File: src/source/ppfifo_pkg.sv
// Ping-pong FIFO package with bank sizing, address and count widths, write states
package ppfifo_pkg;

  // Number of banks in the ping-pong store
  localparam int NUM_BANKS = 2;

  // Words per bank
  // Kept small so a block fills a bank quickly
  localparam int BANK_DEPTH = 8;

  // Word address inside one bank
  localparam int ADDR_W = $clog2(BANK_DEPTH);

  // Fill count, 0 up to BANK_DEPTH inclusive
  localparam int CNT_W = $clog2(BANK_DEPTH + 1);

  // Write FSM states
  localparam logic [1:0] ST_IDLE    = 2'd0;
  localparam logic [1:0] ST_ACTIVE  = 2'd1;
  localparam logic [1:0] ST_RELEASE = 2'd2;

endpackage

File: src/source/stream_pkg.sv
// Stream package with the beat width shared by the RTL and the testbench
package stream_pkg;

  // Width of one stream beat in bits
  // A bank word is exactly one beat wide
  localparam int DATA_W = 32;

  // Keep lanes are not carried
  // Every beat is taken as a full word

endpackage
File: src/source/axis_ppfifo_top.sv
// Top level joining the write FSM, the word counter and the bank store
`timescale 1ns/1ps

module axis_ppfifo_top (
  input  logic                            clk,
  input  logic                            rst,
  input  logic                            i_axi_valid,
  input  logic [stream_pkg::DATA_W-1:0]   i_axi_data,
  input  logic                            i_axi_last,
  input  logic                            i_rd_stb,
  output logic                            o_axi_ready,
  output logic                            o_rd_valid,
  output logic [stream_pkg::DATA_W-1:0]   o_rd_data,
  output logic                            o_rd_last
);

  // Writer to store
  logic [ppfifo_pkg::NUM_BANKS-1:0] wr_act;
  logic                             wr_stb;
  logic [stream_pkg::DATA_W-1:0]    wr_data;
  logic [ppfifo_pkg::ADDR_W-1:0]    wr_addr;
  logic [ppfifo_pkg::NUM_BANKS-1:0] bank_rdy;

  // Writer and counter
  logic                             cnt_clr;
  logic                             cnt_inc;
  logic [ppfifo_pkg::CNT_W-1:0]     cnt;
  logic                             cnt_full;

  ppfifo_write_fsm u_write_fsm (
    .clk         (clk),
    .rst         (rst),
    .i_axi_valid (i_axi_valid),
    .i_axi_data  (i_axi_data),
    .i_axi_last  (i_axi_last),
    .i_bank_rdy  (bank_rdy),
    .i_cnt       (cnt),
    .i_full      (cnt_full),
    .o_axi_ready (o_axi_ready),
    .o_wr_act    (wr_act),
    .o_wr_stb    (wr_stb),
    .o_wr_data   (wr_data),
    .o_wr_addr   (wr_addr),
    .o_cnt_clr   (cnt_clr),
    .o_cnt_inc   (cnt_inc)
  );

  ppfifo_word_counter u_word_counter (
    .clk    (clk),
    .rst    (rst),
    .i_clr  (cnt_clr),
    .i_inc  (cnt_inc),
    .o_cnt  (cnt),
    .o_full (cnt_full)
  );

  // Live count doubles as the length latched on release
  ppfifo_banks u_banks (
    .clk        (clk),
    .rst        (rst),
    .i_wr_act   (wr_act),
    .i_wr_stb   (wr_stb),
    .i_wr_addr  (wr_addr),
    .i_wr_data  (wr_data),
    .i_wr_len   (cnt),
    .i_rd_stb   (i_rd_stb),
    .o_bank_rdy (bank_rdy),
    .o_rd_valid (o_rd_valid),
    .o_rd_data  (o_rd_data),
    .o_rd_last  (o_rd_last)
  );

endmodule

File: src/source/ppfifo_banks.sv
// Two-bank word store with fill lengths, ready flags and an in-order read port
`timescale 1ns/1ps

module ppfifo_banks (
  input  logic                                clk,
  input  logic                                rst,
  input  logic [ppfifo_pkg::NUM_BANKS-1:0]    i_wr_act,
  input  logic                                i_wr_stb,
  input  logic [ppfifo_pkg::ADDR_W-1:0]       i_wr_addr,
  input  logic [stream_pkg::DATA_W-1:0]       i_wr_data,
  input  logic [ppfifo_pkg::CNT_W-1:0]        i_wr_len,
  input  logic                                i_rd_stb,
  output logic [ppfifo_pkg::NUM_BANKS-1:0]    o_bank_rdy,
  output logic                                o_rd_valid,
  output logic [stream_pkg::DATA_W-1:0]       o_rd_data,
  output logic                                o_rd_last
);

  // Word storage, one array per bank
  logic [stream_pkg::DATA_W-1:0] mem [ppfifo_pkg::NUM_BANKS][ppfifo_pkg::BANK_DEPTH];
  // Committed length per bank
  logic [ppfifo_pkg::CNT_W-1:0]  len [ppfifo_pkg::NUM_BANKS];

  logic [ppfifo_pkg::NUM_BANKS-1:0] act_q;
  logic [ppfifo_pkg::NUM_BANKS-1:0] fall;
  logic [ppfifo_pkg::NUM_BANKS-1:0] rdy;
  logic [ppfifo_pkg::NUM_BANKS-1:0] filled;
  logic                             rd_ptr;
  logic [ppfifo_pkg::ADDR_W-1:0]    rd_addr;
  logic                             pop;
  logic                             pop_last;

  // Bank released by the writer this cycle
  assign fall = act_q & ~i_wr_act;

  assign o_bank_rdy = rdy;

  // Read side looks only at the bank under the pointer
  assign o_rd_valid = filled[rd_ptr];
  assign o_rd_data  = mem[rd_ptr][rd_addr];
  assign o_rd_last  = o_rd_valid &&
                      ((ppfifo_pkg::CNT_W'(rd_addr) + ppfifo_pkg::CNT_W'(1)) == len[rd_ptr]);

  // Strobes without a valid word are dropped
  assign pop      = i_rd_stb && o_rd_valid;
  assign pop_last = pop && o_rd_last;

  // Word writes into the active bank
  // Act is still high during the final strobe
  always_ff @(posedge clk) begin
    for (int b = 0; b < ppfifo_pkg::NUM_BANKS; b++) begin
      if (i_wr_stb && i_wr_act[b]) begin
        mem[b][i_wr_addr] <= i_wr_data;
      end
      // Counter is stable once act drops
      if (fall[b]) begin
        len[b] <= i_wr_len;
      end
    end
  end

  always_ff @(posedge clk) begin
    if (rst) begin
      act_q   <= '0;
      rdy     <= '1;
      filled  <= '0;
      rd_ptr  <= 1'b0;
      rd_addr <= '0;
    end else begin
      act_q <= i_wr_act;

      // Read pointer walks words, then hands over to the other bank
      if (pop) begin
        if (pop_last) begin
          filled[rd_ptr] <= 1'b0;
          rdy[rd_ptr]    <= 1'b1;
          rd_ptr         <= !rd_ptr;
          rd_addr        <= '0;
        end else begin
          rd_addr <= rd_addr + 1'b1;
        end
      end

      for (int b = 0; b < ppfifo_pkg::NUM_BANKS; b++) begin
        // Busy while the writer holds it
        if (i_wr_act[b]) begin
          rdy[b] <= 1'b0;
        end
        if (fall[b]) begin
          if (i_wr_len == '0) begin
            // Nothing written, free it again right away
            rdy[b] <= 1'b1;
          end else begin
            filled[b] <= 1'b1;
            // Oldest bank first
            // With the other bank empty this one is next to read
            if (!filled[ppfifo_pkg::NUM_BANKS - 1 - b]) begin
              rd_ptr <= 1'(b);
            end
          end
        end
      end
    end
  end

endmodule

File: src/source/ppfifo_word_counter.sv
// Word counter of accepted beats per bank fill with a full flag
`timescale 1ns/1ps

module ppfifo_word_counter (
  input  logic                          clk,
  input  logic                          rst,
  input  logic                          i_clr,
  input  logic                          i_inc,
  output logic [ppfifo_pkg::CNT_W-1:0]  o_cnt,
  output logic                          o_full
);

  // Full once a whole bank worth of beats is in
  assign o_full = (o_cnt == ppfifo_pkg::CNT_W'(ppfifo_pkg::BANK_DEPTH));

  always_ff @(posedge clk) begin
    if (rst) begin
      o_cnt <= '0;
    end else if (i_clr) begin
      // New bank, start from word 0
      o_cnt <= '0;
    end else if (i_inc && !o_full) begin
      // Saturate at depth
      o_cnt <= o_cnt + 1'b1;
    end
  end

  // Count also serves as the committed bank length
  // It holds steady from the last beat until the next clear

endmodule

File: src/source/ppfifo_write_fsm.sv
// Write FSM that picks a free bank, accepts stream beats into it and releases it
`timescale 1ns/1ps

module ppfifo_write_fsm (
  input  logic                                clk,
  input  logic                                rst,
  input  logic                                i_axi_valid,
  input  logic [stream_pkg::DATA_W-1:0]       i_axi_data,
  input  logic                                i_axi_last,
  input  logic [ppfifo_pkg::NUM_BANKS-1:0]    i_bank_rdy,
  input  logic [ppfifo_pkg::CNT_W-1:0]        i_cnt,
  input  logic                                i_full,
  output logic                                o_axi_ready,
  output logic [ppfifo_pkg::NUM_BANKS-1:0]    o_wr_act,
  output logic                                o_wr_stb,
  output logic [stream_pkg::DATA_W-1:0]       o_wr_data,
  output logic [ppfifo_pkg::ADDR_W-1:0]       o_wr_addr,
  output logic                                o_cnt_clr,
  output logic                                o_cnt_inc
);

  logic [1:0] state;
  logic       accept;
  logic       release_now;

  // Ready only while filling and the bank still has room
  // RELEASE is excluded so no beat slips in after the last one
  assign o_axi_ready = (state == ppfifo_pkg::ST_ACTIVE) && (|o_wr_act) && !i_full;
  assign accept      = i_axi_valid && o_axi_ready;

  // Count is pre-increment here
  // Depth minus one means this beat fills the bank
  assign release_now = accept &&
                       (i_axi_last ||
                        (i_cnt == ppfifo_pkg::CNT_W'(ppfifo_pkg::BANK_DEPTH - 1)));

  // Counter clears on the same edge that raises act
  assign o_cnt_clr = (state == ppfifo_pkg::ST_IDLE) && (o_wr_act == '0) && (|i_bank_rdy);
  assign o_cnt_inc = accept;

  always_ff @(posedge clk) begin
    if (rst) begin
      state    <= ppfifo_pkg::ST_IDLE;
      o_wr_act <= '0;
      o_wr_stb <= 1'b0;
    end else begin
      // One strobe per accepted beat one cycle later
      o_wr_stb <= accept;
      case (state)
        ppfifo_pkg::ST_IDLE: begin
          if (o_cnt_clr) begin
            // Bank 0 wins when both are free
            o_wr_act[0] <= i_bank_rdy[0];
            o_wr_act[1] <= !i_bank_rdy[0];
            state       <= ppfifo_pkg::ST_ACTIVE;
          end
        end
        ppfifo_pkg::ST_ACTIVE: begin
          // Last beat or full bank ends the fill
          if (release_now) begin
            state <= ppfifo_pkg::ST_RELEASE;
          end
        end
        ppfifo_pkg::ST_RELEASE: begin
          // Act falls here
          // Banks commit on seeing the drop
          o_wr_act <= '0;
          state    <= ppfifo_pkg::ST_IDLE;
        end
        default: begin
          o_wr_act <= '0;
          state    <= ppfifo_pkg::ST_IDLE;
        end
      endcase
    end
  end

  // Beat payload and its bank address
  // Aligned with o_wr_stb
  always_ff @(posedge clk) begin
    if (accept) begin
      o_wr_data <= i_axi_data;
      o_wr_addr <= i_cnt[ppfifo_pkg::ADDR_W-1:0];
    end
  end

endmodule

File: config.mk
export PLATFORM = sky130hd
export DESIGN_NAME = axis_ppfifo_top
export DESIGN_NICKNAME = d
export VERILOG_FILES = /design/src/source/ppfifo_pkg.sv /design/src/source/stream_pkg.sv /design/src/source/axis_ppfifo_top.sv /design/src/source/ppfifo_banks.sv /design/src/source/ppfifo_word_counter.sv /design/src/source/ppfifo_write_fsm.sv
export SDC_FILE = /design/constraint.sdc
export NUM_CORES = 1
export LEC_CHECK = 0
export BUFFER_PORTS_ARGS = -buffer_cell sky130_fd_sc_hd__buf_2
export CORE_MARGIN = 2
export CORE_UTILIZATION = 45
export CTS_CLUSTER_SIZE = 40
export DETAILED_ROUTE_END_ITERATION = 10
export SETUP_SLACK_MARGIN = 0.3
export SYNTH_ARGS = -nofsm -noshare
export SYNTH_HDL_FRONTEND = slang
export SYNTH_HIERARCHICAL = 1
export SYNTH_SLANG_ARGS = --single-unit
File: constraint.sdc
create_clock -name clk -period 3.05 [get_ports clk]
set_input_delay 0.305 -clock clk [delete_from_list [all_inputs] [get_ports clk]]
set_output_delay 0.305 -clock clk [all_outputs]
set_load 0.005 [all_outputs]
==> results of run 1 <==
[layout by cell type (no fill, tap or decap), types with 13 or more instances in the layout]
cell | synthesis | final
edfxtp_1 | 555 | 555
mux4_2 | 160 | 160
buf_2 | 8 | 68
clkbuf_16 | 0 | 66
dlygate4sd3_1 | 0 | 33
buf_4 | 0 | 20
clkinv_1 | 0 | 17
buf_12 | 1 | 17
buf_16 | 0 | 16
dfxtp_1 | 19 | 15
nand2_1 | 13 | 13
[registers in the layout, summed over array words and instances (netlist names)]
name	flops
u_write_fsm/o_wr_stb	1
u_banks/o_bank_rdy	2
u_write_fsm/o_wr_addr	3
u_banks/filled	2
u_write_fsm/o_wr_data	32
u_write_fsm/state	2
u_word_counter/o_cnt	4
u_write_fsm/o_wr_act	2
u_banks/len	8
u_banks/rd_addr	3
u_banks/act_q	2
u_banks/mem	512
u_banks/rd_ptr	1
[worst max-delay path, delay by kind of cell (launching register included)]
| kind | cells | cell delay (ns) |
|---|---|---|
| multiplexers | 2 | 0.99 |
| buffers and inverters | 4 | 0.59 |
| flip-flops | 1 | 0.38 |
[routing by layer]
metal | up-vias | wire length [um] | share of wire, %
met5 | - | 0 | 0
met1 | 5383 | 20780 | 44
met2 | 300 | 23000 | 49
li1 | 4230 | - | -
met3 | 61 | 2795 | 5.9
met4 | 0 | 738 | 1.6
[cell type report]
type,instances,area [um^2],share of cell area (%)
Multi-Input combinational cell,274,4504,17.26
Sequential cell,574,17060,65.38
Clock inverter,34,289.0,1.108
Clock buffer,73,1572,6.023
Tap cell,615,769.5,2.949
Timing Repair Buffer,166,1869,7.164
Inverter,8,30.03,0.1151
[worst paths after layout]
check,end,cells past startpoint
setup / recovery,o_rd_data[19],6
hold / removal,u_banks/act_q[0],2
setup reg to reg,u_word_counter/o_cnt[0],10
hold reg to reg,u_banks/filled[1],2
[timing repair]
action	4_1_cts	5_1_grt
endpoints found under the setup margin	33	33
setup buffers	11	0
hold buffers	33	0
pin swaps	1	0
resized for setup	20	3
hold endpoints to repair	33	0
gates cloned	12	6
[synthesized netlist by cell type (2+ instances only)]
library cell	n	area share (%)
buf_1	8	0.14
nand3b_1	2	0.069
inv_1	7	0.12
nor4_1	2	0.058
or3_1	2	0.058
nand3_1	5	0.12
ha_1	3	0.17
a31oi_1	2	0.058
nand2_1	13	0.22
mux2i_1	4	0.18
dfxtp_1	19	1.8
o21ai_0	5	0.12
nand4_1	2	0.058
clkbuf_1	12	0.21
nand2b_1	3	0.086
nor2b_1	5	0.14
xor2_1	3	0.12
a21boi_0	2	0.069
nor3_1	7	0.16
nor4b_2	2	0.14
buf_2	8	0.18
nor3b_1	2	0.069
clkbuf_8	2	0.13
xnor2_1	2	0.081
edfxtp_1	555	77
buf_6	9	0.47
a21oi_1	7	0.16
mux4_2	160	17
nor2_1	21	0.36
[cell families (layout without fill, tap and decap cells)]
family	Yosys count	after routing	synth area share, %
adders and majority gates	3	3	0.1729
muxes	166	166	16.90
buffers and inverters	49	281	1.377
and+or+nand+nor	77	77	2.063
AOI/OAI and AO/OA	22	22	0.6973
xor gates and xnor gates	6	6	0.2767
DFF	574	574	78.51
[where the power goes]
group / switching, mW / leakage (nW) / total, mW / internal (mW)
clock: 2.87 / 0.888 / 6.91 / 4.05
sequential: 0.148 / 5.15 / 8.89 / 8.74
combinational: 0.545 / 2.04 / 1.40 / 0.851
total: 3.56 / 8.08 / 17.2 / 13.6
[through the flow]
step,instance area (um^2),std cells
after floorplan,21730,897
after global placement,23180,1575
after detailed placement,23180,1575
after CTS,25940,1738
after global routing,26090,1744
final,26090,1744
==> run_results.csv, run 1 <==
group,metric,value,unit
outcome,outcome,"completed",
clock_network,clock_latency,0.61,ns
die,rows,80,
worst_setup_path,cp_max_fo,7,
grt,grt_max_degree,41,
timing,whs,0.08595,ns
logic_synthesis,synth_edf_count,555,
timing,worstMarginPinSlew,0.7502,ns
drt,first_iter_violations,1070,
timing,min_period,2.885,ns
grt,top_usage_layer,"met2",
die,die_h,223.7,um
cells_and_area,finalNetCount,1123,
logic_synthesis,yosys_warnings,6,
logic_synthesis,synth_nets,937,
die,coreArea,47650,um^2
logic_synthesis,postSynth.asyncResetShare,0,%
worst_setup_path,reg2reg_from,"u_word_counter/o_cnt[0]",
timing,maxSlewViolCount,0,
worst_setup_path,cp-startpoint,"u_banks/rd_ptr",
clock_network,htree_levels,2,
logic_synthesis,yosysSeqAreaShare,78.51,%
timing,hold_viol_final,0,
worst_setup_path,slowest_delay,0.51,ns
worst_setup_path,crit_chain,"buf_12, buf_12, buf_16, mux4_2, mux4_2, buf_6",
logic_synthesis,syn-instance-count,897,
die,initial_core_util,45.57,%
timing,max_freq,346.6,MHz
clock_network,cts-root-buf,"clkbuf_16",
worst_setup_path,endpoint_kind,"output port",
timing,period_share,94.60,%
cells_and_area,drive_gt1_share,36.14,%
flow_run,cap_violations,0,
drt,drc,0,
power,ir_worst_vdd,0.4097,mV
clock_network,clock_sinks,574,
cells_and_area,nFillCells,3540,
timing,setup_viol_count_final,0,
die,die-area,50020,um^2
cells_and_area,num_antenna_cells,0,
worst_setup_path,cp-start-kind,"flip-flop",
min_path,hold_path.class,"input pin to flip-flop",
grt,grt_use_met2,31.25,%
grt,grt_overflow,0,
timing,grt_setup_unrepaired,"true",
die,io_pins,72,
worst_setup_path,slowest_stage,"mux4_2",
grt,grt_first_pass_wirelength,69.06,mm
timing,fin_setup_tns,0,ns
clock_network,cts.clk_slew.worst_paths,0.06,ns
cells_and_area,postLayoutCoreUtil,54.76,%
worst_setup_path,required,2.74,ns
clock_network,clockBufferDepth,3,
placed_design,gp_congestion,0.7290,
logic_synthesis,ys_seq_elements,574,
die,die_x,223.7,um
timing,setup_ws,0.1646,ns
drt,num_vias,9974,
grt,use_met1,27.66,%
clock_network,cts_buffers,59,
drt,wl_per_cell,27.13,um
power,p_per_area,659.2,nW/um^2
drt,postRouteAntennaNets,0,
placed_design,dp_hpwl,22.91,mm
power,finalPower,17.20,mW
worst_setup_path,cp_data_arrival_time,2.58,ns
logic_synthesis,netlist_area,21710,um^2
timing,fin_worst_skew,0.02213,ns
worst_setup_path,crit_type,"flip-flop to output port",
logic_synthesis,synth-main-ff-cell,"edfxtp_1",
drt,routed_wl,47.32,mm
grt,use_met3,3.515,%
cells_and_area,areaGrowthSynthToFinish,20.18,%
grt,track_usage,19.26,%
worst_setup_path,worst-r2r-setup-slack,0.86,ns
power,p_leak,8.080,nW
placed_design,io_buffers,71,
drt,via_per_inst,5.719,
timing,relSlewSlack,49.99,%
clock_network,cts_tree,"done",
grt,grt_antenna_before_repair,0,
placed_design,place_ws,0.4708,ns
grt,first_global_vias,10450,
logic_synthesis,yosysUniqueCellTypes,52,
logic_synthesis,syn_area_per_cell,24.21,um^2
min_path,hp-start,"rst",
drt,dr.pass1.iters,5,
Note: power is estimated with default switching activity, not from simulation.
==> run 2, diff against run 1 <==
- CORE_UTILIZATION: 45 -> 30
==> run 2 against run 1 <==
Final cell count is 20% higher. Clock skew is 0.0049 ns higher. Register-to-register slack worse by 0.31 ns. Critical path type unchanged. Clock power is 5.8% higher. First-iteration DRC count is 20% lower. Core utilization is 18 points lower. Largest power group unchanged. Setup slack worse by 0.047 ns.
==> run_results.csv, run 2 (same netlist as run 1, synthesis figures left out) <==
group,metric,value,unit
placed_design,io_buffers,71,
timing,maxSlewViolCount,0,
die,coreArea,71610,um^2
clock_network,cts.clk_slew.worst_paths,0.06,ns
grt,track_usage,13.08,%
timing,setup_viol_count_final,0,
power,clkPwrFrac,41.4,%
die,die_x,273.0,um
timing,fin_worst_skew,0.02699,ns
worst_setup_path,crit_top_cell,"mux4_2",
placed_design,dp_hpwl,26.04,mm
power,internal-power,13.97,mW
timing,relSlewSlack,54.47,%
clock_network,htree_levels,2,
cells_and_area,largest-register,"u_banks/mem",
cells_and_area,nFillCells,6473,
cells_and_area,largest_reg_flops,512,
worst_setup_path,cp_num_cells,6,
clock_network,clockBufferDepth,3,
clock_network,cts_tree,"done",
min_path,min_path_cells,2,
timing,max_freq,341.0,MHz
worst_setup_path,path_buf_inv,4,
worst_setup_path,slowest_delay,0.60,ns
cells_and_area,drive_gt1_share,38.37,%
power,p_per_area,662.9,nW/um^2
die,initial_core_util,30.32,%
die,io_pins,72,
clock_network,cts-root-buf,"clkbuf_16",
timing,worstMarginPinSlew,0.6829,ns
flow_run,cap_violations,0,
clock_network,cts_buffers,58,
worst_setup_path,rr_endpoint,"u_word_counter/o_cnt[2]",
drt,routed_wl,48.42,mm
worst_setup_path,required,2.74,ns
cells_and_area,areaGrowthSynthToFinish,22.56,%
clock_network,clock_latency,0.62,ns
cells_and_area,multi_input_area,4508,um^2
grt,grt_antenna_before_repair,1,
power,pwr-share-seq,50.4,%
clock_network,clock_sinks,574,
power,switching_share,20.81,%
cells_and_area,top_regs,"u_banks/mem x512, u_write_fsm/o_wr_data x32, u_banks/len x8",
worst_setup_path,r2r_cells,10,
timing,fin_setup_tns,0,ns
min_path,hold_path.class,"input pin to flip-flop",
die,die-area,74540,um^2
worst_setup_path,cp-startpoint,"u_banks/rd_ptr",
min_path,hp-start,"rst",
timing,grt_setup_unrepaired,"true",
die,rows,98,
drt,postRouteAntennaNets,0,
grt,grt_max_degree,43,
grt,grt_overflow,0,
worst_setup_path,reg2reg_from,"u_word_counter/o_cnt[0]",
cells_and_area,register_area,17060,um^2
worst_setup_path,cp_max_fo,6,
worst_setup_path,endpoint_kind,"output port",
worst_setup_path,cp_data_arrival_time,2.63,ns
drt,dr.pass1.iters,5,
drt,num_vias,9857,
die,die_h,273.0,um
worst_setup_path,crit_type,"flip-flop to output port",
power,ir_worst_vdd,0.4711,mV
grt,grt_first_pass_wirelength,70.66,mm
min_path,min_to,"u_banks/act_q[1]",
placed_design,gp_congestion,0.6891,
drt,first_iter_violations,859,
outcome,outcome,"completed",
timing,min_period,2.933,ns
cells_and_area,finalNetCount,1133,
power,p_leak,8.172,nW
cells_and_area,layout_common_cells,"edfxtp_1, mux4_2, clkbuf_16",
power,combPwrFrac,8.2,%
timing,hold_viol_final,0,
timing,whs,0.07630,ns
worst_setup_path,slowest_stage,"mux4_2",
grt,first_global_vias,10380,
cells_and_area,final_common_cell,"edfxtp_1",
worst_setup_path,crit_family,"multiplexers",
worst_setup_path,crit_chain,"buf_12, buf_16, buf_6, mux4_2, mux4_2, buf_2",
power,power_switching,3.672,mW
timing,period_share,96.16,%
worst_setup_path,cp-start-kind,"flip-flop",
drt,wl_per_cell,23.17,um
drt,drc,0,
drt,via_per_inst,4.716,
worst_setup_path,worst-r2r-setup-slack,0.55,ns
==> run 2: layer usage <==
layer  wire length (um)  track usage [%]
met5                  0                0
met4               1157            4.170
met3               2183            2.021
met2              23420            21.00
met1              21660            18.32
==> run 2: final cells by class <==
type	count	share of cell area (%)
clock inverters	39	1.646
flip-flops and latches	574	64.12
well taps	950	4.467
diodes	1	0.009404
inverters	8	0.1128
repair buffers	177	6.851
clock buffers	67	5.859
multi-input cells	274	16.94
==> run 2: repair_timing <==
| action | CTS | global route |
|---|---|---|
| hold buffers | 33 | 0 |
| setup buffers | 17 | 0 |
| gates resized for setup | 31 | 10 |
| gates cloned | 8 | 3 |
| endpoints found under the hold margin | 33 | 0 |
| endpoints found under the setup margin | 33 | 33 |
| pin swaps | 1 | 0 |
==> run 2: per-stage QoR <==
step                      utilization, %  instances  instance area, um^2  power, mW  worst slack [ns]
after floorplan                        -        897                21730      9.803            0.4582
after global placement             33.01       1922                23640      10.14            0.5156
after detailed placement           33.01       1922                23640      10.16            0.5144
after CTS                          36.98       2086                26480      17.76           0.08149
after global routing               37.16       2090                26610      18.22           0.05046
final                              37.16       2090                26610      17.64            0.1172
==> run 2: power by group through the flow <==
stage / logic [mW] / registers, mW / clock network, mW
floorplan: 0.808 / 9.00 / 0
global placement: 1.07 / 9.07 / 0
detailed placement: 1.08 / 9.08 / 0
CTS: 1.42 / 8.89 / 7.46
global route: 1.55 / 8.91 / 7.77
finish: 1.44 / 8.89 / 7.31
==> run 2: worst max-delay path by stage <==
stage                         endpoint  slack [ns]
2_1_floorplan  u_word_counter/o_cnt[2]        0.46
3_3_place_gp             o_rd_data[19]        0.52
3_5_place_dp             o_rd_data[30]        0.51
4_1_cts                  o_rd_data[27]        0.08
5_1_grt                  o_rd_data[13]        0.05
6_report                 o_rd_data[30]        0.12
